<file path="config.mk">
export PLATFORM = sky130hd
export DESIGN_NAME = controlFsm
export DESIGN_NICKNAME = d
export VERILOG_FILES = /design/src/verilog/isaPkg.sv /design/src/verilog/cpuCtrlPkg.sv /design/src/verilog/controlFsm.sv
export SDC_FILE = /design/constraint.sdc
export NUM_CORES = 1
export LEC_CHECK = 0
export BUFFER_PORTS_ARGS = -buffer_cell sky130_fd_sc_hd__clkbuf_2
export CAP_MARGIN = 20
export CORE_MARGIN = 8
export CORE_UTILIZATION = 39
export DETAILED_ROUTE_END_ITERATION = 10
export MAX_ROUTING_LAYER = met4
export PLACE_DENSITY = 0.76
export SLEW_MARGIN = 0
export SYNTH_ARGS = -nofsm -noshare
export SYNTH_HDL_FRONTEND = slang
export SYNTH_SLANG_ARGS = --single-unit
</file>
<file path="constraint.sdc">
create_clock -name Clk -period 1.4 [get_ports Clk]
set_input_delay 0.14 -clock Clk [delete_from_list [all_inputs] [get_ports Clk]]
set_output_delay 0.14 -clock Clk [all_outputs]
set_load 0.1 [all_outputs]
</file>
<file path="src/verilog/isaPkg.sv">
package isaPkg;

	// data and instruction word
	typedef logic [15:0] word_t;
	typedef logic [3:0] regAddr_t;
	typedef logic [9:0] memAddr_t;
	// offset inside the I/O window
	typedef logic [3:0] portAddr_t;
	typedef logic [7:0] imm_t;

	typedef enum logic [3:0] {
		ADD,
		ADDI,
		SUB,
		SUBI,
		AND,
		OR,
		XOR,
		MOV,
		MOVI,
		LSHI,
		CMP,
		LOAD,
		STOR,
		BEQ,
		BLT,
		HALT
	} opcode_t;

	// instruction fields
	localparam int OPC_HI = 15;
	localparam int OPC_LO = 12;
	localparam int RDEST_HI = 11;
	localparam int RDEST_LO = 8;
	localparam int RSRC_HI = 7;
	localparam int RSRC_LO = 4;
	localparam int IMM_HI = 7;
	localparam int IMM_LO = 0;

	// stores from here up to the top of RAM go to the output port
	localparam memAddr_t IO_BASE = 10'h3F0;
	localparam int RAM_WORDS = 1024;

endpackage

</file>
<file path="src/verilog/cpuCtrlPkg.sv">
package cpuCtrlPkg;

	import isaPkg::*;

	typedef enum logic [2:0] {
		IDLE,
		FETCH,
		DECODE,
		EXEC,
		MEMRD,
		MEMWAIT,
		PORTWAIT,
		HALTED
	} cpuState_t;

	// writeback source
	typedef logic [1:0] loadSel_t;
	localparam loadSel_t SEL_ALU = 2'd0;
	localparam loadSel_t SEL_RAM = 2'd1;
	localparam loadSel_t SEL_IMM = 2'd2;

	// next pc source
	typedef logic [1:0] pcSel_t;
	localparam pcSel_t PC_INC = 2'd0;
	localparam pcSel_t PC_DISP = 2'd1;
	localparam pcSel_t PC_REG = 2'd2;

	typedef logic [4:0] flags_t;
	localparam int FLAG_C = 4;
	localparam int FLAG_L = 3;
	localparam int FLAG_F = 2;
	localparam int FLAG_Z = 1;
	localparam int FLAG_N = 0;

	// the ALU is steered straight by the opcode
	typedef opcode_t aluOp_t;

endpackage

</file>
<file path="src/verilog/controlFsm.sv">
module controlFsm
	import isaPkg::*;
	import cpuCtrlPkg::*;
(
	input logic Clk,
	input logic arstN,
	input logic start,
	input word_t instr,
	input flags_t flags,
	input logic portBusy,
	input memAddr_t storeAddr,
	output logic regEn,
	output logic ramEn,
	output logic pcEn,
	output logic immSel,
	output logic signedImm,
	output logic ramAddrSel,
	output loadSel_t loadSel,
	output pcSel_t pcSel,
	output aluOp_t aluOp,
	output regAddr_t rdestLoc,
	output regAddr_t rsrcLoc,
	output imm_t imm,
	output logic flagsEn,
	output logic portLoad,
	output logic halted
);

	cpuState_t state;
	cpuState_t nextState;
	word_t instrReg;
	opcode_t opcode;
	opcode_t fetchedOp;
	logic ioStore;

	assign fetchedOp = opcode_t'(instr[OPC_HI:OPC_LO]);
	assign opcode = opcode_t'(instrReg[OPC_HI:OPC_LO]);
	assign rdestLoc = instrReg[RDEST_HI:RDEST_LO];
	assign rsrcLoc = instrReg[RSRC_HI:RSRC_LO];
	assign imm = instrReg[IMM_HI:IMM_LO];
	assign aluOp = opcode;

	// only the top sixteen words of RAM can be at or above the window base
	assign ioStore = storeAddr >= IO_BASE;

	always_ff @(posedge Clk or negedge arstN) begin
		if (!arstN) begin
			state <= IDLE;
			instrReg <= '0;
			halted <= 1'b0;
		end else begin
			state <= nextState;
			halted <= state == HALTED;
			// RAM data for the fetch shows up in DECODE
			if (state == DECODE) begin
				instrReg <= instr;
			end
		end
	end

	always_comb begin
		nextState = state;
		regEn = 1'b0;
		ramEn = 1'b0;
		pcEn = 1'b0;
		immSel = 1'b0;
		signedImm = 1'b0;
		ramAddrSel = 1'b0;
		loadSel = SEL_ALU;
		pcSel = PC_INC;
		flagsEn = 1'b0;
		portLoad = 1'b0;
		case (state)
			IDLE: begin
				if (start) begin
					nextState = FETCH;
				end
			end
			FETCH: begin
				pcEn = 1'b1;
				nextState = DECODE;
			end
			DECODE: begin
				nextState = (fetchedOp == LOAD) ? MEMRD : EXEC;
			end
			EXEC: begin
				nextState = FETCH;
				case (opcode)
					ADD, SUB: begin
						regEn = 1'b1;
						flagsEn = 1'b1;
					end
					AND, OR, XOR, MOV: regEn = 1'b1;
					ADDI, SUBI: begin
						regEn = 1'b1;
						immSel = 1'b1;
						signedImm = 1'b1;
					end
					LSHI: begin
						regEn = 1'b1;
						immSel = 1'b1;
					end
					MOVI: begin
						regEn = 1'b1;
						loadSel = SEL_IMM;
					end
					CMP: flagsEn = 1'b1;
					STOR: begin
						ramAddrSel = 1'b1;
						if (!ioStore) begin
							ramEn = 1'b1;
						end else if (portBusy) begin
							nextState = PORTWAIT;
						end else begin
							portLoad = 1'b1;
						end
					end
					BEQ, BLT: begin
						signedImm = 1'b1;
						pcSel = PC_DISP;
						pcEn = (opcode == BEQ) ? flags[FLAG_Z] : flags[FLAG_N];
					end
					HALT: nextState = HALTED;
					default: nextState = FETCH;
				endcase
			end
			MEMRD: begin
				ramAddrSel = 1'b1;
				nextState = MEMWAIT;
			end
			MEMWAIT: begin
				regEn = 1'b1;
				loadSel = SEL_RAM;
				nextState = FETCH;
			end
			PORTWAIT: begin
				// registers still hold the store operands
				if (!portBusy) begin
					portLoad = 1'b1;
					nextState = FETCH;
				end
			end
			HALTED: nextState = HALTED;
			default: nextState = IDLE;
		endcase
	end

endmodule

</file>
# Word-level counts from Yosys, hierarchy flattened
# Cells that the tools add are included.
[totals]
ff_bits = 20
inputBits = 35
output_inout_bits = 33
word_cells = 67
[classes]
magnitude_cmp = 1
eq_ne = 24
muxes = 31
reduce_logical = 8
[op_table]
columns = ["operator", "count"]
rows = [
  ["equality test 4 bit (second input constant)", 8],
  ["case mux 3 bit (8 select lines)", 1],
  ["2-to-1 mux 1 bit", 18],
  ["equality test 4 x 3 -> 1 bit (second input constant)", 4],
  ["2-to-1 mux 3 bit", 5],
  ["equality test 3 bit (second input constant)", 4],
  ["greater-or-equal comparator 10 bit (second input constant)", 1],
  ["OR reduction 10 bit", 1],
  ["equality test 4 x 2 -> 1 bit (second input constant)", 2],
  ["case mux 1 bit (2 select lines)", 4],
  ["equality test 3 x 2 -> 1 bit (second input constant)", 2],
  ["case mux 3 bit (2 select lines)", 1],
  ["OR reduction 3 bit", 2],
  ["equality test 4 x 1 -> 1 bit (second input constant)", 1],
  ["zero test 4 bit", 1],
  ["inequality test 2 bit (second input constant)", 2],
  ["case mux 2 bit (2 select lines)", 1],
  ["OR reduction 4 bit", 1],
  ["equality test 3 x 1 -> 1 bit (second input constant)", 1],
  ["zero test 3 bit", 1],
  ["2-to-1 mux 2 bit", 1],
  ["AND reduction 2 bit", 1],
  ["OR reduction 2 bit", 1],
]

# Logic depth before layout (Yosys ltp)
# Gate-level depths: netlist (run 1).
[depth]
word_depth = 4
ltp_mapped = 5
mapped_depth_nobuf = 3

# Worst setup path after synthesis (run 1)
# Ideal clock, no wire load.
[synth_path]
path_type = "flip-flop to output port"
startpoint = "register instrReg[13]"
endpoint = "output port flagsEn"
t_arrival_ns = 4.454
required_time_ns = 1.260
path_slack_ns = -3.194
stages_incl_launch_ff = 4
n_path_buf = 1
path_cell_list = "dfrtp_1 buf_2 nand2b_1 nor4b_1"
[synth_via]
elab_chain_len = 4
elab_cells_between_ends = 6
cone_classes = "eq/ne: 2; mux: 2; reduce/logical: 2"
[synth_rtl]
columns = ["item", "line", "source"]
rows = [
  ["from (decl)", "controlFsm.sv:31", "word_t instrReg;"],
  ["from (signal assigned)", "controlFsm.sv:56", "instrReg <= instr;"],
  ["equality test 4 bit (tied with other cells)", "controlFsm.sv:88", "case (opcode)"],
  ["OR reduction 3 bit (no line) *", "-", ""],
  ["2-to-1 mux 1 bit *", "controlFsm.sv:88", ""],
  ["2-to-1 mux 1 bit *", "controlFsm.sv:73", "case (state)"],
  ["to (decl)", "controlFsm.sv:24", "output logic flagsEn,"],
]
# Every way passes the cells marked *; elsewhere a longest branch is shown, timed or not.

# Final worst setup path (run 1)
[layout_path]
startpoint = "register instrReg[13]"
endpoint = "output port pcEn"
[layout_via]
elab_chain_len = 4
elab_cells_between_ends = 6
cone_classes = "eq/ne: 2; mux: 3; reduce/logical: 1"
[layout_rtl]
columns = ["item", "line", "source"]
rows = [
  ["equality test 4 bit, on equally long branches", "controlFsm.sv:88, controlFsm.sv:121", ""],
  ["2-to-1 mux 1 bit / OR reduction 2 bit (equally long branches)", "controlFsm.sv:121, controlFsm.sv:88", ""],
  ["2-to-1 mux 1 bit *", "controlFsm.sv:88", ""],
  ["case mux 1 bit (2 select lines) *", "controlFsm.sv:73", ""],
  ["to (decl)", "controlFsm.sv:14", "output logic pcEn,"],
]
# Marks and branches as above.

==> flow_summary.ini, run 1 <==
[grt]
grt_use_total_pct = 15.4
grt_max_degree = 21
grt_pass1_wl_mm = 6.20
overflow = 0
antenna_found_initial = 0
grt_pass1_vias = 1237

[sta]
worstMarginPinSlew_ns = 0.557
finalCritPeriodShare_pct = 135
clock_skew_ns = 0.00468
final_max_slew_viol_count = 0
fmax_ghz = 0.531
final_hold_viol_count = 0
fin_crit_ns = 1.88
fin_ws_ns = -0.484
max_slew_margin_pct = 63.0
rsz0062_at_grt = true
setup_violations = 29

[placement]
gp_congestion = 0.862
placed_cell_area_mm2 = 0.00201
hpwlAfterDp_mm = 2.87
placedCellCount = 202
io_buffers = 59

[critical_path]
crit_required_ns = 1.26
crit_path_end_kind = output port
worst-setup-path-type = reg -> out
start_kind = flip-flop
crit_arrival_ns = 1.74
cp_max_fo = 9

[synthesis]
ys_ff_latch = 20
synth-async-reset-ratio_pct = 100
syn_avg_cell_area_um2 = 11.6
syn_nets = 139
synth_top_cell_area_share_pct = 41.6
synth.area.top_cells = dfrtp_1 (42%), mux2_4 (12%), mux2_2 (5.6%), buf_4 (3.1%), nor2b_4 (2.3%)
synth_area_mm2 = 0.00120
ys_warn_count = 0
ys_types = 41
syn_inst = 104
ys_seq_area_share_pct = 41.6
yosysTopAreaCell = dfrtp_1
synth_edf_count = 0
ys.flop_type = dfrtp_1

[cells_and_area]
final_area_mm2 = 0.00232
fin_cells = 223
diodes = 0
nNetsFinal = 226
drive_above_1_share_pct = 77.9
fillers = 184
multi_input_area_um2 = 781
seq_area_um2 = 522
syn_to_final_growth_pct = 92.7

[die]
die-area_mm2 = 0.00512
core_mm2 = 0.00300
die_w_um = 71.6
io_pins = 68
row_count = 20
die_y_um = 71.6
initial_core_util_pct = 40.1

[detailed_routing]
drt-initial-drc-count = 51
ant_nets = 0
firstDrtPassIters = 3
routed_wl_mm = 4.02
wl_per_cell_um = 18.0
vias = 1143
drc = 0
viasPerCell = 5.13

[worst_hold_path]
hold_class = in -> reg

[clocking]
h-tree-depth = 1
cts_tree = yes
root_buffer = clkbuf_4
clk_pin_slew_ns = 0.12
cts_buffer_depth = 2
clk_latency_ns = 0.31
cts-buffers-inserted = 3
cts_sinks = 20

[status]
status = complete, but fails checks
violations = setup timing

[run]
maxCapViolations = 0
## synth_stat cells, types with 2 or more instances
cell and instances:
buf_2 5, mux2_4 10, nand2_1 4, mux2_2 6
nand4_1 3, a21oi_1 5, o21ai_0 2, buf_4 5
a21o_1 3, nor2b_4 2, nand2b_1 3, nor2_1 2
nand4b_1 2, and3b_1 3, nand3b_1 3, dfrtp_1 20
inv_1 2
## flip-flops by register name (all words and copies together), names as in the netlist
signal	count
state	3
halted	1
instrReg	16
## final cells by class
cell class	count	share of cell area [%]
repair buffers	96	40.2
clock buffers	4	1.56
inverters	2	0.324
flip-flops and latches	20	22.5
multi-input cells	68	33.7
well taps	33	1.78
## per-stage QoR
stage               util (%)  setup TNS (ns)  setup WS (ns)  hold WS (ns)
floorplan                  -           -5.46         -0.795        -0.156
finish                  77.3           -5.69         -0.484        0.0502
CTS                     73.0           -4.60         -0.444        0.0504
global route            77.3           -7.49         -0.543        0.0429
global placement        67.0          -0.372        -0.0738         0.106
detailed placement      67.0          -0.949        -0.0946         0.129
## worst max-delay path, cell delays in order (launching register included)
cell and delay, ns:
dfrtp_4 0.50, buf_4 0.19, nand3b_1 0.18, a21o_1 0.23, a21oi_4 0.15, buf_12 0.19
## layer usage
metal	global-route usage [%]	vias to the layer above	part of all wire, %
li1	-	539	-
met1	16.6	566	38
met2	27.6	30	55
met3	3.63	8	4.1
met4	3.85	0	2.3
met5	-	-	0
## cell families after synthesis
family,count (synthesis),synth area share [%]
flops,20,41.6
other cells,1,0.312
compound gates,15,9.04
mux,16,18.1
xor+xnor,1,0.728
simple gates,35,21.1
buf+inv,16,9.15
## timing repair
action,4_1_cts,5_1_grt
endpoints found under the setup margin,29,32
gates resized for setup,15,16
buffers inserted,8,9
cloned,1,1
hold buffers,1,0
hold endpoints to repair,20,0
pin swaps,5,3
## worst paths after layout
check / start / end / slack [ns] / cells after the start
setup / recovery: instrReg[13] / pcEn / -0.48 / 5
hold / removal: instr[8] / instrReg[8] / 0.05 / 2
setup reg to reg: instrReg[13] / state[0] / -0.12 / 4
hold reg to reg: instrReg[3] / instrReg[3] / 0.52 / 1
max in group asynchronous: arstN / instrReg[14] / 0.73 / 2
min in group asynchronous: arstN / instrReg[10] / 0.30 / 2
## cell usage in the layout (no fill, tap or decap), drive strengths merged, types with 2 or more instances in the layout
| cell | n |
|---|---|
| o21ai | 2 |
| a21oi | 5 |
| a21o | 3 |
| nand4b | 2 |
| nand4 | 3 |
| nor2b | 3 |
| or3b | 2 |
| clkbuf | 49 |
| dfrtp | 20 |
| inv | 2 |
| nor2 | 2 |
| nand3b | 3 |
| buf | 50 |
| and3b | 3 |
| nand2b | 3 |
| nand2 | 4 |
| mux2 | 16 |
Power of run 1 is not shown: default switching activity piles up to over one toggle a cycle in this logic, so the estimate is an artifact.
==> inputs of run 2 (changes only) <==
--- a/config.mk
+++ b/config.mk
@@ -8,10 +8,10 @@
 export BUFFER_PORTS_ARGS = -buffer_cell sky130_fd_sc_hd__clkbuf_2
 export CAP_MARGIN = 20
 export CORE_MARGIN = 8
-export CORE_UTILIZATION = 39
+export CORE_UTILIZATION = 43
 export DETAILED_ROUTE_END_ITERATION = 10
 export MAX_ROUTING_LAYER = met4
-export PLACE_DENSITY = 0.76
+export PLACE_DENSITY = 0.79
 export SLEW_MARGIN = 0
 export SYNTH_ARGS = -nofsm -noshare
 export SYNTH_HDL_FRONTEND = slang
==> constraint.sdc (replaced) <==
create_clock -name Clk -period 1.9 [get_ports Clk]
set_input_delay 0.19 -clock Clk [delete_from_list [all_inputs] [get_ports Clk]]
set_output_delay 0.19 -clock Clk [all_outputs]
set_load 0.1 [all_outputs]
==> flow_summary.ini, run 2 (synthesized netlist as in run 1, its figures left out) <==
[cells_and_area]
fillers = 202
seq_area_um2 = 518
final_core_util_pct = 67.5
final_cell_mix = clkbuf_2 (49), dfrtp_1 (14), mux2_4 (10), buf_12 (10), buf_4 (9)
multi_input_area_um2 = 707
final_area_mm2 = 0.00183
diodes = 0
reg_top3 = instrReg (16), state (3), halted (1)
largest_reg_flops = 16
syn_to_final_growth_pct = 52.1
fin_cells = 194
nNetsFinal = 199
top_register = instrReg
drive_above_1_share_pct = 68.1
layout_commonest_cell = clkbuf_2

[critical_path]
start_kind = flip-flop
r2r_slack_ns = 0.37
r2r_end = instrReg[15]
cp_max_fo = 6
worst-setup-path-type = reg -> out
crit_arrival_ns = 1.75
crit_required_ns = 1.71
r2r_cells = 4
critPathLaunch = instrReg[12]
critPathCapture = portLoad
reg2reg_from = state[1]
crit_path_end_kind = output port

[clocking]
root_buffer = clkbuf_4
cts_tree = yes
clk_pin_slew_ns = 0.11
cts_sinks = 20
h-tree-depth = 1
clk_latency_ns = 0.31
cts_buffer_depth = 2
cts-buffers-inserted = 3

[grt]
grt_pass1_vias = 1161
grt_pass1_wl_mm = 5.15
overflow = 0
grt_use_total_pct = 14.3
antenna_found_initial = 0
grt_max_degree = 21

[die]
core_mm2 = 0.00271
row_count = 19
die_y_um = 68.9
initial_core_util_pct = 44.4
io_pins = 68
die-area_mm2 = 0.00475
die_w_um = 68.9

[sta]
finalCritPeriodShare_pct = 102
setup_violations = 1
fmax_ghz = 0.516
fin_ws_ns = -0.0374
final_max_slew_viol_count = 0
max_slew_margin_pct = 63.2
clock_skew_ns = 0.00207
fin_crit_ns = 1.94
final_hold_viol_count = 0
worstMarginPinSlew_ns = 0.554
rsz0062_at_grt = true

[status]
violations = setup timing
status = complete, but fails checks

[detailed_routing]
vias = 1038
drt-initial-drc-count = 28
drc = 0
ant_nets = 0
wl_per_cell_um = 16.7
viasPerCell = 5.35
firstDrtPassIters = 4
routed_wl_mm = 3.23

[placement]
placedCellCount = 185
hpwlAfterDp_mm = 2.53
io_buffers = 59
placed_cell_area_mm2 = 0.00175
gp_congestion = 0.803

[run]
maxCapViolations = 0

[worst_hold_path]
hold_class = in -> reg
[run 2: cell types whose count changed in the layout (fill, tap and decap cells not counted), moves of 2 or more]
| cell | before | now |
|---|---|---|
| buf_4 | 17 | 9 |
| clkbuf_2 | 44 | 49 |
| buf_12 | 18 | 10 |
| mux2_4 | 16 | 10 |
| mux2_2 | 0 | 6 |
| o21ai_2 | 2 | 0 |
| dfrtp_2 | 5 | 2 |
| dfrtp_1 | 11 | 14 |
| buf_6 | 13 | 0 |
[run 2: layer usage]
layer  wire, µm  vias to the layer above  track usage, %
li1           -                      489               -
met1       1230                      516            15.5
met2       1810                       29            26.0
met3        153                        4            2.10
met4         32                        0            4.51
met5          0                        -               -
[run 2: critical path: stages (launching register included)]
cell and delay [ns]:
dfrtp_4 0.52, and4bb_2 0.32, nand4b_1 0.18, a21oi_4 0.22, buf_12 0.19
[run 2: per-stage QoR]
step | hold WS [ns] | TNS, ns | setup WS, ns
after floorplan | -0.106 | -1.26 | -0.345
after global placement | 0.160 | 0 | 0.263
after detailed placement | 0.169 | 0 | 0.255
after CTS | 0.102 | -0.0261 | -0.0261
after global routing | 0.0796 | -0.199 | -0.111
final | 0.103 | -0.0374 | -0.0374
[run 2: repair_timing]
action | 4_1_cts | 5_1_grt
endpoints found under the setup margin | 4 | 4
hold endpoints to repair | 20 | 0
gates resized for setup | 2 | 0
buffers inserted | 2 | 2
gates cloned | 0 | 0
pin swaps | 0 | 4
hold buffers | 1 | 0
[run 2: worst min path at each step]
stage               startpoint     endpoint  depth (start not counted)
finish                instr[4]  instrReg[4]                          2
global route          instr[4]  instrReg[4]                          2
CTS                   instr[4]  instrReg[4]                          2
detailed placement       arstN  instrReg[7]                          1
global placement         arstN  instrReg[9]                          1
floorplan                arstN       halted                          0
[run 2: cell type report]
cell class	count	area share (%)
clock buffers	4	1.98
inverters	2	0.410
multi-input cells	68	38.6
flip-flops and latches	20	28.3
well taps	31	2.12
repair buffers	69	28.6
Power of run 2 is left out for the same reason.
