--- src/verilog/isaPkg.sv ---
package isaPkg;

	// data and instruction word
	typedef logic [15:0] word_t;
	typedef logic [3:0] regAddr_t;
	typedef logic [9:0] memAddr_t;
	// offset inside the I/O window
	typedef logic [3:0] portAddr_t;
	typedef logic [7:0] imm_t;

	typedef enum logic [3:0] {
		ADD,
		ADDI,
		SUB,
		SUBI,
		AND,
		OR,
		XOR,
		MOV,
		MOVI,
		LSHI,
		CMP,
		LOAD,
		STOR,
		BEQ,
		BLT,
		HALT
	} opcode_t;

	// instruction fields
	localparam int OPC_HI = 15;
	localparam int OPC_LO = 12;
	localparam int RDEST_HI = 11;
	localparam int RDEST_LO = 8;
	localparam int RSRC_HI = 7;
	localparam int RSRC_LO = 4;
	localparam int IMM_HI = 7;
	localparam int IMM_LO = 0;

	// stores from here up to the top of RAM go to the output port
	localparam memAddr_t IO_BASE = 10'h3F0;
	localparam int RAM_WORDS = 1024;

endpackage

--- src/verilog/regFile.sv ---
module regFile
	import isaPkg::*;
(
	input logic Clk,
	input logic arstN,
	input logic en,
	input regAddr_t rdestLoc,
	input regAddr_t rsrcLoc,
	input word_t load,
	output word_t rdestOut,
	output word_t rsrcOut
);

	word_t regs [16];

	always_ff @(posedge Clk or negedge arstN) begin
		if (!arstN) begin
			for (int i = 0; i < 16; i++) begin
				regs[i] <= '0;
			end
		end else if (en) begin
			regs[rdestLoc] <= load;
		end
	end

	assign rdestOut = regs[rdestLoc];
	assign rsrcOut = regs[rsrcLoc];

endmodule

--- config.mk ---
export PLATFORM = sky130hd
export DESIGN_NAME = regFile
export DESIGN_NICKNAME = d
export VERILOG_FILES = /design/src/verilog/isaPkg.sv /design/src/verilog/regFile.sv
export SDC_FILE = /design/constraint.sdc
export NUM_CORES = 1
export LEC_CHECK = 0
export BUFFER_PORTS_ARGS = -buffer_cell sky130_fd_sc_hd__buf_2
export CAP_MARGIN = 20
export CORE_MARGIN = 2
export CORE_UTILIZATION = 26
export CTS_CLUSTER_DIAMETER = 50
export DETAILED_ROUTE_END_ITERATION = 12
export GPL_ROUTABILITY_DRIVEN = 0
export SLEW_MARGIN = 20
export SYNTH_ARGS = -nofsm -noshare
export SYNTH_HDL_FRONTEND = slang
export SYNTH_SLANG_ARGS = --single-unit
--- constraint.sdc ---
create_clock -name Clk -period 2.3 [get_ports Clk]
set_clock_uncertainty 0.05 [all_clocks]
set_input_delay 0.345 -clock Clk [delete_from_list [all_inputs] [get_ports Clk]]
set_output_delay 0.345 -clock Clk [all_outputs]
set_load 0.01 [all_outputs]
# Word level (Yosys, flattened, before mapping)
# Cells that the tools add are included.
[word_totals] reg_bits=256 inputBits=27 out_inout_bits=32
[op_classes] n_reduce_logical=1 n_bitwise=2 muxes=9 order_cmp=3
[op_table] op="$bwmux 256" n=1
[op_table] op="$bmux 16 s4" n=2
[op_table] op="$mux 16" n=5
[op_table] op="$demux 16 s4" n=1
[op_table] op="$ge 5x5->1 const B" n=2
[op_table] op="$not 4->5" n=2
[op_table] op="$lt 5x1->1 const B" n=1
[op_table] op="$logic_and 1x1->1" n=1

# Longest topological paths before layout
# Gate-level depths: netlist (run 1).
[depth] ltp_word=6 mapped_depth=6 mapped_depth_nobuf=3

# Worst setup path after synthesis (run 1)
# Ideal clock, no wire load.
[synth_timing] path_kind="input-to-output" start="in rdestLoc[0]" end="out rdestOut[10]" t_required_ns=1.905 setup_slack_ns=0.180 arrival_ns=1.725 path_buffers=3 path_stages=6 cell_sequence="buf_2 -> buf_4 -> buf_2 -> mux4_2 -> a22oi_1 -> nand2_1"
[synth_via] elab_chain_len=4
[synth_rtl] element="start, declared" line_no="regFile.sv:7" source="input regAddr_t rdestLoc,"
[synth_rtl] element="$not 4->5 (not written as such)" line_no="regFile.sv:26" source="assign rdestOut = regs[rdestLoc];"
[synth_rtl] element="$bmux 16 s4" line_no="regFile.sv:26"
[synth_rtl] element="$mux 16 (not written as such) (2 in series)" line_no="regFile.sv:26"
[synth_rtl] element="end, declared" line_no="regFile.sv:10" source="output word_t rdestOut,"
# Every way passes these cells. The select of a mux whose other input is x is not followed.

# Final worst setup path (run 1)
[layout_timing] start="reg regs[67] in the netlist's numbering" end="out rsrcOut[3]"
[layout_via] elab_chain_len=3
[layout_rtl] element="start, declared" line_no="regFile.sv:14" source="word_t regs [16];"
[layout_rtl] element="start signal, assigned by index" line_no="regFile.sv:22" source="regs[rdestLoc] <= load;"
[layout_rtl] element="$bmux 16 s4" line_no="regFile.sv:27" source="assign rsrcOut = regs[rsrcLoc];"
[layout_rtl] element="$mux 16 (not written as such) (2 in series)" line_no="regFile.sv:27"
[layout_rtl] element="end, declared" line_no="regFile.sv:11" source="output word_t rsrcOut"
# Every way passes these cells. The select of a mux whose other input is x is not followed.

==> flow_metrics.py, run 1 <==
metrics = {
    "cts": {
        "cts_inserted_buffers": 28,
        "clk_transition_reported_paths_ns": 0.06,
        "cts_sinks": 256,
        "ctsRootBufferMaster": "clkbuf_16",
        "max-clock-path-buffers": 3,
        "ctsHtreeMaxLevel": 1,
        "worst_skew_pair.late_latency_ns": 0.56,
        "tritoncts_clock_tree": "done",
    },
    "power": {
        "power_density_nw_per_um2": 888.9,
        "p_int_w": 0.01070,
        "switching_share_pct": 27.83,
        "clockPowerShare_pct": 32.3,
        "worst_ir_drop_vdd_mv": 0.5363,
        "share_comb_of_total_power_pct": 25.1,
        "static_leakage_power_nw": 6.738,
        "sequentialPowerShare_pct": 42.6,
        "power.net_switching_w": 0.004125,
    },
    "finish": {
        "layout.cells.most_common_list": "dfrtp_1 (256), mux2_2 (245), mux4_2 (128), a22oi_2 (60), buf_4 (57)",
        "final_cell_count_no_fill": 1642,
        "fillCellCount": 4991,
        "final_layout_size_suffix_gt1_share_pct": 69.93,
        "max_flop_register": "regs",
        "final_net_count": 966,
        "syn2layout_area_growth_pct": 23.83,
        "reg.largest.list": "regs: 256 flops",
        "largest_register_ff_count": 256,
        "design_area_um2": 16680,
        "layout_commonest_cell": "dfrtp_1",
    },
    "logic_synthesis": {
        "flops_latches_synth": 256,
        "synthCells": 850,
        "ys_seq_area_share_pct": 47.57,
        "net_count_after_synthesis": 877,
        "syn_area_per_cell_um2": 15.84,
        "post_synth_instance_area_um2": 13470,
        "synth.distinct_cells": 26,
        "ys_warn_count": 0,
    },
    "drt": {
        "detailroute.via_count": 8334,
        "drt-vias-per-instance": 5.076,
        "postRouteAntennaNets": 0,
        "number_of_remaining_drc_errors": 0,
        "detail_route.wl_per_cell_um": 24.12,
        "wirelength_um": 39610,
        "first_pass_iters": 5,
        "drt_first_iter_violations": 603,
    },
    "worst_setup_path": {
        "setup.reg_to_reg.worst_slack_ns": 1.35,
        "worstSetupEndpoint": "rsrcOut[3]",
        "r2r_start": "regs[139]",
        "worst_ep_required_time_ns": 1.90,
        "criticalPathCategory": "flop to output port",
        "r2r.worst_path.cells": 2,
        "sort_of_element_at_the_end_of_the_critical_path": "output port",
        "cp_data_arrival_time_ns": 1.93,
        "crit_path_max_fanout": 3,
        "startpoint_type": "flop",
        "critical_register_to_register_path_endpoint": "regs[139]",
        "worstSetupStartpoint": "regs[67]",
    },
    "timing": {
        "rsz0062_at_grt": "true",
        "timing.hold.ws_ns": 0.1870,
        "post-route-worst-setup-slack_ns": -0.02328,
        "timing_max_transition_violations_final": 0,
        "setup_violations": 1,
        "layout_min_cycle_time_ns": 2.323,
        "final_min_period_over_clock_period_pct": 101.0,
        "achievable-frequency_mhz": 430.4,
        "fin_setup_tns_ns": -0.02328,
        "hold_viol": 0,
        "worst_pin_slew_ns": 0.4888,
        "worst_max_slew_margin_expressed_relative_to_the_limit_pct": 67.41,
    },
    "placed_design": {
        "port-buffer-count": 58,
        "dpl.cell_count": 1580,
        "placed_cell_area_um2": 15130,
        "hpwlAfterDp_um": 25540,
    },
    "global_route": {
        "gr-usage-met2_pct": 26.11,
        "grt_first_pass_wirelength_um": 60060,
        "grt-busiest-layer": "met2",
        "met3_demand_to_capacity_share_in_global_routing_pct": 2.005,
        "first_global_vias": 9000,
        "grt_max_degree": 71,
        "grt_antenna_before_repair": 3,
        "grt_use_met1_pct": 19.06,
        "track_usage_pct": 14.95,
        "grt_remaining_overflow": 0,
    },
    "run_status": {
        "outcome": "finished, violations left",
        "failed_checks": "setup timing",
    },
    "die": {
        "width_of_the_die_um": 231.6,
        "initial_utilization_pct": 26.25,
        "ios": 59,
        "placeableCoreArea_um2": 51300,
        "floorplan.die.height_um": 231.6,
        "floorplan.die_area_um2": 53630,
        "floorplan.rows": 83,
    },
    "hold_path": {
        "hp-class": "primary input to flop",
    },
    "flow_run": {
        "maximum_capacitance_violations": 0,
    },
}
==> through the flow <==
step	setup WS, ns	power, W	util (%)
final	-0.02328	0.01482	32.51
after global routing	-0.05002	0.01550	32.50
after CTS	-0.04061	0.01479	32.09
after detailed placement	-0.05300	0.009716	29.49
after global placement	-0.06025	0.009580	29.49
after floorplan	0.1802	0.008564	-
==> critical path: stages, from the launching register on <==
cell and delay (ns):
dfrtp_1 0.39, mux4_2 0.49, a22oi_2 0.22, nand2_1 0.12, buf_2 0.15
==> routing by layer <==
metal,up-vias,wire length [um]
met5,-,44
met4,6,1205
met3,72,1943
met2,220,20070
met1,4536,16350
li1,3500,-
==> cells in the mapped netlist, drive strengths merged <==
cell    instances  area share, %
buf            45            2.0
a22oi          64            3.6
nand2          34           0.97
or3             2          0.093
nand2b          3           0.20
nor4            1           0.16
clkbuf         36            1.0
nor2b           4           0.19
mux2          256             22
dfrtp         256             48
or4             1          0.056
nand3           2          0.074
nand3b          2           0.11
and2            2          0.093
nor3            6           0.49
nor2            8           0.33
mux4          128             21
==> power groups by stage <==
stage	logic, W	registers [W]	clock network, W
CTS	0.00361	0.00629	0.00488
finish	0.00372	0.00631	0.00479
floorplan	0.00246	0.00610	0
global route	0.00397	0.00645	0.00508
global placement	0.00329	0.00629	0
detailed placement	0.00335	0.00637	0
==> cell type report <==
cell class                      instances  area (um^2)  share of cell area [%]
Sequential cell                       256         6406                   38.42
Multi-Input combinational cell        513         7049                   42.27
Tap cell                              680        850.8                   5.102
Clock inverter                         15        173.9                   1.043
Timing Repair Buffer                  140         1378                   8.261
Antenna cell                            1        2.502                 0.01501
Clock buffer                           37        815.8                   4.892
==> logic make-up (layout without fill, tap and decap cells) <==
group | count (synthesis) | after routing | share of synthesized area (%)
muxes | 384 | 384 | 43.09
buffers and inverters | 81 | 192 | 3.010
AOI/OAI and AO/OA | 64 | 64 | 3.568
and+or+nand+nor | 65 | 65 | 2.759
DFF | 256 | 256 | 47.57
other | 0 | 1 | 0
==> how the worst min path moves through the flow <==
| stage | start | to | cells after the start |
|---|---|---|---|
| CTS | load[8] | regs[216] | 2 |
| finish | load[8] | regs[216] | 2 |
| detailed placement | arstN | regs[195] | 1 |
| global route | load[10] | regs[218] | 2 |
| global placement | arstN | regs[243] | 1 |
| floorplan | arstN | regs[0] | 0 |
==> timing repair <==
action                                  CTS  global route
gates resized for setup                  68            39
hold buffers                              1             0
gates cloned                              0             0
endpoints found under the setup margin   29            31
hold endpoints to repair                 43             0
pin swaps                                49            24
buffers inserted                          5             3
No activity file was read; power rests on OpenSTA's default activity.
==> run 2: changes to the inputs <==
- CORE_UTILIZATION: 26 -> 40
- CTS_CLUSTER_DIAMETER: 50 -> 60
==> run 2 against run 1 <==
Net effect:
- register-to-register slack lost 0.02 ns
- combinational power decreased by 3%
- the run still ends with setup timing left
- final cell count down 14%
- die area shrank 34%
- highest routed layer unchanged
- hold slack better by 0.0092 ns
- non-clock buffer count up 2
- clock-buffer cell count unchanged
- sequential share of layout area is 0.68 points higher
- clock power rose by 7.5%
- setup slack worse by 0.0093 ns
- design area is 1.7% lower
- largest cell class unchanged
==> flow_metrics.py, run 2 (same netlist as run 1, synthesis figures left out) <==
metrics = {
    "worst_setup_path": {
        "cp_slowest_cell": "mux4_2",
        "criticalPathCategory": "flop to output port",
        "startpoint_type": "flop",
        "timing.critical_path.cells": "mux4_2 > a22oi_2 > nand2_2 > buf_6",
        "r2r.worst_path.cells": 2,
        "sort_of_element_at_the_end_of_the_critical_path": "output port",
        "crit_path_max_fanout": 3,
        "worst-path-buf-inv": 1,
        "worstSetupPathDepth": 4,
        "critical_path.max_stage_delay_ns": 0.50,
        "worst_ep_required_time_ns": 1.90,
        "cp_data_arrival_time_ns": 1.94,
        "cp_top_family": "multiplexers",
    },
    "die": {
        "initial_utilization_pct": 40.36,
        "floorplan.die.height_um": 187.5,
        "floorplan.die_area_um2": 35150,
        "floorplan.rows": 67,
        "width_of_the_die_um": 187.5,
        "ios": 59,
        "placeableCoreArea_um2": 33360,
    },
    "finish": {
        "design_area_um2": 16390,
        "final_layout_size_suffix_gt1_share_pct": 68.84,
        "largest_register_ff_count": 256,
        "layout_commonest_cell": "dfrtp_1",
        "multi_input_comb_area_um2": 7007,
        "layout.cells.most_common_list": "dfrtp_1 (256), mux2_2 (245), mux4_2 (128), buf_4 (63), a22oi_2 (56)",
        "reg.largest.list": "regs: 256 flops",
        "syn2layout_area_growth_pct": 21.68,
        "final_net_count": 970,
        "max_flop_register": "regs",
        "fillCellCount": 2905,
        "layout.area.seq_um2": 6406,
    },
    "placed_design": {
        "pre_cts_ws_ns": -0.001285,
        "port-buffer-count": 58,
        "placed_cell_area_um2": 14850,
        "hpwlAfterDp_um": 24270,
    },
    "drt": {
        "detailroute.via_count": 8307,
        "detail_route.wl_per_cell_um": 26.45,
        "first_pass_iters": 4,
        "wirelength_um": 37450,
        "postRouteAntennaNets": 0,
        "number_of_remaining_drc_errors": 0,
        "drt-vias-per-instance": 5.867,
        "drt_first_iter_violations": 488,
    },
    "cts": {
        "cts_sinks": 256,
        "ctsHtreeMaxLevel": 1,
        "clk_transition_reported_paths_ns": 0.06,
        "tritoncts_clock_tree": "done",
        "cts_inserted_buffers": 30,
        "ctsRootBufferMaster": "clkbuf_16",
        "worst_skew_pair.late_latency_ns": 0.55,
        "max-clock-path-buffers": 3,
    },
    "timing": {
        "timing_max_transition_violations_final": 0,
        "final_min_period_over_clock_period_pct": 101.4,
        "post-route-worst-setup-slack_ns": -0.03262,
        "worst_max_slew_margin_expressed_relative_to_the_limit_pct": 64.40,
        "achievable-frequency_mhz": 428.7,
        "hold_viol": 0,
        "layout_min_cycle_time_ns": 2.333,
        "rsz0062_at_grt": "true",
        "setup_violations": 3,
        "worst_pin_slew_ns": 0.5340,
    },
    "global_route": {
        "grt_max_degree": 63,
        "track_usage_pct": 21.93,
        "gr-usage-met2_pct": 35.97,
        "grt_first_pass_wirelength_um": 57990,
        "grt-busiest-layer": "met2",
        "grt_use_met1_pct": 30.07,
        "grt_antenna_before_repair": 3,
        "met3_demand_to_capacity_share_in_global_routing_pct": 3.659,
        "grt_remaining_overflow": 0,
        "first_global_vias": 8995,
    },
    "run_status": {
        "failed_checks": "setup timing",
        "outcome": "finished, violations left",
    },
    "power": {
        "finalPower_w": 0.01508,
        "static_leakage_power_nw": 6.775,
        "power_density_nw_per_um2": 920.2,
        "worst_ir_drop_vdd_mv": 0.8263,
    },
    "flow_run": {
        "maximum_capacitance_violations": 0,
    },
    "hold_path": {
        "hp-class": "primary input to flop",
        "timing.hold.worst_path_depth": 2,
    },
}
==> run 2: worst register-to-register path, stage by stage (launching register included) <==
cell     delay [ns]
dfrtp_1        0.40
buf_4          0.14
mux2_2         0.26
==> run 2: what timing repair did <==
item / 4_1_cts / 5_1_grt
gates resized for setup: 36 / 46
endpoints found under the hold margin: 57 / 0
pin swaps: 35 / 32
buffers inserted: 1 / 6
hold buffers: 1 / 0
setup endpoints to repair: 22 / 32
==> run 2: worst paths after layout <==
kind | start | end | slack, ns
min in group asynchronous | arstN | regs[114] | 0.27
hold reg to reg | regs[219] | regs[219] | 0.47
setup reg to reg | regs[201] | regs[201] | 1.33
setup / recovery | regs[142] | rdestOut[14] | -0.03
hold / removal | load[8] | regs[216] | 0.20
max in group asynchronous | arstN | regs[143] | 1.15
==> run 2: report_power, final <==
group	internal (W)	total [W]	switching, W
combinational	0.00224	0.00361	0.00138
clock	0.00317	0.00515	0.00198
sequential	0.00556	0.00632	0.000756
total	0.0110	0.0151	0.00411
==> run 2: metal layers <==
layer	routed length (um)	part of all wire, %
met4	866	2.3
met3	1784	4.8
met5	10	0.027
met2	18560	50
met1	16230	43
==> run 2: final cells by class <==
class,count,area share (%)
Clock inverter,18,1.390
Antenna cell,2,0.03054
Multi-Input combinational cell,513,42.76
Sequential cell,256,39.10
Tap cell,448,3.421
Clock buffer,37,5.177
Timing Repair Buffer,142,8.125
==> run 2: stage by stage <==
step / setup TNS, ns / util, % / hold WS (ns) / std cells
after floorplan: 0 / - / -0.0005911 / 850
after CTS: -0.1034 / 48.27 / 0.1850 / 1408
final: -0.05394 / 49.11 / 0.1962 / 1416
after global placement: 0 / 44.51 / 0.2792 / 1351
after global routing: -0.8315 / 49.10 / 0.2162 / 1414
after detailed placement: -0.001285 / 44.51 / 0.2786 / 1351
==> run 3: changes to the inputs <==
--- a/config.mk
+++ b/config.mk
@@ -14,2 +14,3 @@
 export GPL_ROUTABILITY_DRIVEN = 0
+export RECOVER_POWER = 50
 export SLEW_MARGIN = 20
==> constraint.sdc (replaced) <==
create_clock -name Clk -period 2.3 [get_ports Clk]
set_clock_uncertainty 0.05 [all_clocks]
set_input_delay 0.46 -clock Clk [delete_from_list [all_inputs] [get_ports Clk]]
set_output_delay 0.46 -clock Clk [all_outputs]
set_load 0.01 [all_outputs]
==> run 3 against run 2 <==
Net effect:
- the run ends with capacitance limit, slew limit, setup timing left
- critical path depth unchanged
- flip-flop and latch count is the same
- register-to-register slack got worse by 0.10 ns
- die area unchanged
- largest power group unchanged
- first-iteration DRC count up 27%
- hold slack better by 0.13 ns
- combinational power rose by 3%
- largest cell class unchanged
- power decreased by 5.0%
- wire length rose by 2.9%
- fmax down 3.4%
- setup slack worse by 0.081 ns
- non-clock buffer count is 22 higher
==> flow_metrics.py, run 3 (same netlist as run 1, synthesis figures left out) <==
metrics = {
    "timing": {
        "rsz0062_at_grt": "true",
        "layout_min_cycle_time_ns": 2.414,
        "worst_max_slew_margin_expressed_relative_to_the_limit_pct": -0.3337,
        "setup_violations": 32,
        "post-route-worst-setup-slack_ns": -0.1140,
        "worst_pin_slew_ns": 1.505,
        "final_min_period_over_clock_period_pct": 105.0,
        "timing_max_transition_violations_final": 52,
        "fin_setup_tns_ns": -1.734,
        "hold_viol": 0,
        "achievable-frequency_mhz": 414.3,
    },
    "cts": {
        "ctsHtreeMaxLevel": 1,
        "max-clock-path-buffers": 3,
        "clk_transition_reported_paths_ns": 0.06,
        "ctsRootBufferMaster": "clkbuf_16",
        "tritoncts_clock_tree": "done",
        "cts_sinks": 256,
        "cts_inserted_buffers": 28,
        "worst_skew_pair.late_latency_ns": 0.54,
    },
    "worst_setup_path": {
        "setup.reg_to_reg.worst_slack_ns": 1.23,
        "critical_register_to_register_path_endpoint": "regs[143]",
        "sort_of_element_at_the_end_of_the_critical_path": "output port",
        "r2r_start": "regs[143]",
        "worst_ep_required_time_ns": 1.79,
        "criticalPathCategory": "flop to output port",
        "r2r.worst_path.cells": 3,
        "startpoint_type": "flop",
        "crit_path_max_fanout": 3,
        "cp_data_arrival_time_ns": 1.90,
    },
    "die": {
        "floorplan.rows": 67,
        "floorplan.die.height_um": 187.5,
        "initial_utilization_pct": 40.36,
        "ios": 59,
        "placeableCoreArea_um2": 33360,
        "width_of_the_die_um": 187.5,
        "floorplan.die_area_um2": 35150,
    },
    "drt": {
        "first_pass_iters": 4,
        "wirelength_um": 38550,
        "drt-vias-per-instance": 5.971,
        "detailroute.via_count": 8556,
        "number_of_remaining_drc_errors": 0,
        "postRouteAntennaNets": 0,
        "drt_first_iter_violations": 621,
        "detail_route.wl_per_cell_um": 26.90,
    },
    "run_status": {
        "outcome": "finished, violations left",
        "failed_checks": "capacitance limit, slew limit, setup timing",
    },
    "power": {
        "finalPower_w": 0.01432,
        "worst_ir_drop_vdd_mv": 0.4728,
        "static_leakage_power_nw": 6.857,
        "power_density_nw_per_um2": 866.4,
    },
    "placed_design": {
        "placed_cell_area_um2": 15070,
        "dpl.cell_count": 1361,
        "port-buffer-count": 58,
        "hpwlAfterDp_um": 24570,
    },
    "finish": {
        "final_layout_size_suffix_gt1_share_pct": 68.02,
        "final_cell_count_no_fill": 1433,
        "max_flop_register": "regs",
        "layout.cells.most_common_list": "dfrtp_1 (256), mux2_2 (245), mux4_2 (128), buf_4 (65), a22oi_2 (52)",
        "reg.largest.list": "regs: 256 flops",
        "syn2layout_area_growth_pct": 22.77,
        "final_net_count": 990,
        "design_area_um2": 16530,
        "largest_register_ff_count": 256,
        "layout_commonest_cell": "dfrtp_1",
    },
    "global_route": {
        "grt_max_degree": 77,
        "first_global_vias": 8814,
        "grt_first_pass_wirelength_um": 58730,
        "track_usage_pct": 22.41,
        "grt_antenna_before_repair": 4,
        "grt_remaining_overflow": 0,
    },
    "flow_run": {
        "maximum_capacitance_violations": 1,
    },
    "hold_path": {
        "hold_end": "regs[84]",
        "timing.hold.worst_path_depth": 2,
        "hp-class": "primary input to flop",
        "timing.hold.worst.start": "load[4]",
    },
}
-- run 3: cell types whose count changed in the layout (fill, tap and decap cells not counted), moves of 5 or more --
cell and change:
buf_6 -5, buf_12 +12, buf_2 +6, clkbuf_1 +7
bufinv_16 -5
-- run 3: worst max path at each step --
stage	depth (start not counted)	slack, ns	endpoint	start
after floorplan	6	0.002	rdestOut[10]	rdestLoc[0]
after global placement	7	-0.18	rdestOut[3]	rdestLoc[0]
after detailed placement	6	-0.18	rdestOut[4]	rdestLoc[0]
after CTS	4	-0.13	rdestOut[11]	regs[219]
after global routing	4	-0.16	rdestOut[5]	regs[133]
final	4	-0.11	rsrcOut[11]	regs[219]
-- run 3: metrics by stage --
step                      hold slack (ns)  utilization (%)  worst slack (ns)
after detailed placement           0.3788            45.18           -0.1799
after floorplan                    0.1144                -          0.002284
after global routing               0.3515            49.54           -0.1560
final                              0.3288            49.55           -0.1140
after CTS                          0.3176            49.03           -0.1325
after global placement             0.3774            45.18           -0.1790
-- run 3: timing repair --
item	in CTS	in global routing
hold buffers	1	0
endpoints found under the hold margin	51	0
buffers inserted	9	7
pin swaps	67	11
gates resized for setup	53	28
gates cloned	4	0
setup endpoints to repair	32	32
-- run 3: critical path: stages (launching register included) --
cell and delay (ns):
dfrtp_1 0.40, mux4_2 0.49, a22oi_2 0.21, nand2_2 0.13, buf_6 0.14
-- run 3: area by class of cell --
cell class	count	area, um^2
Antenna cell	3	7.507
Clock buffer	43	838.3
Clock inverter	6	36.28
Fill cell	2870	16830
Multi-Input combinational cell	513	6987
Sequential cell	256	6406
Tap cell	448	560.5
Timing Repair Buffer	164	1698
-- run 3: power by group --
group	leakage (nW)	internal [W]	switching (W)
registers	3.14	0.00556	0.000761
clock network	0.436	0.00249	0.00180
logic	3.28	0.00229	0.00142
-- run 3: layer usage --
layer | GRT usage, % | share of wire [%]
met1 | 30.74 | 43
met4 | 6.875 | 3.0
met3 | 4.165 | 5.7
met2 | 36.49 | 48
met5 | 0 | 0.036
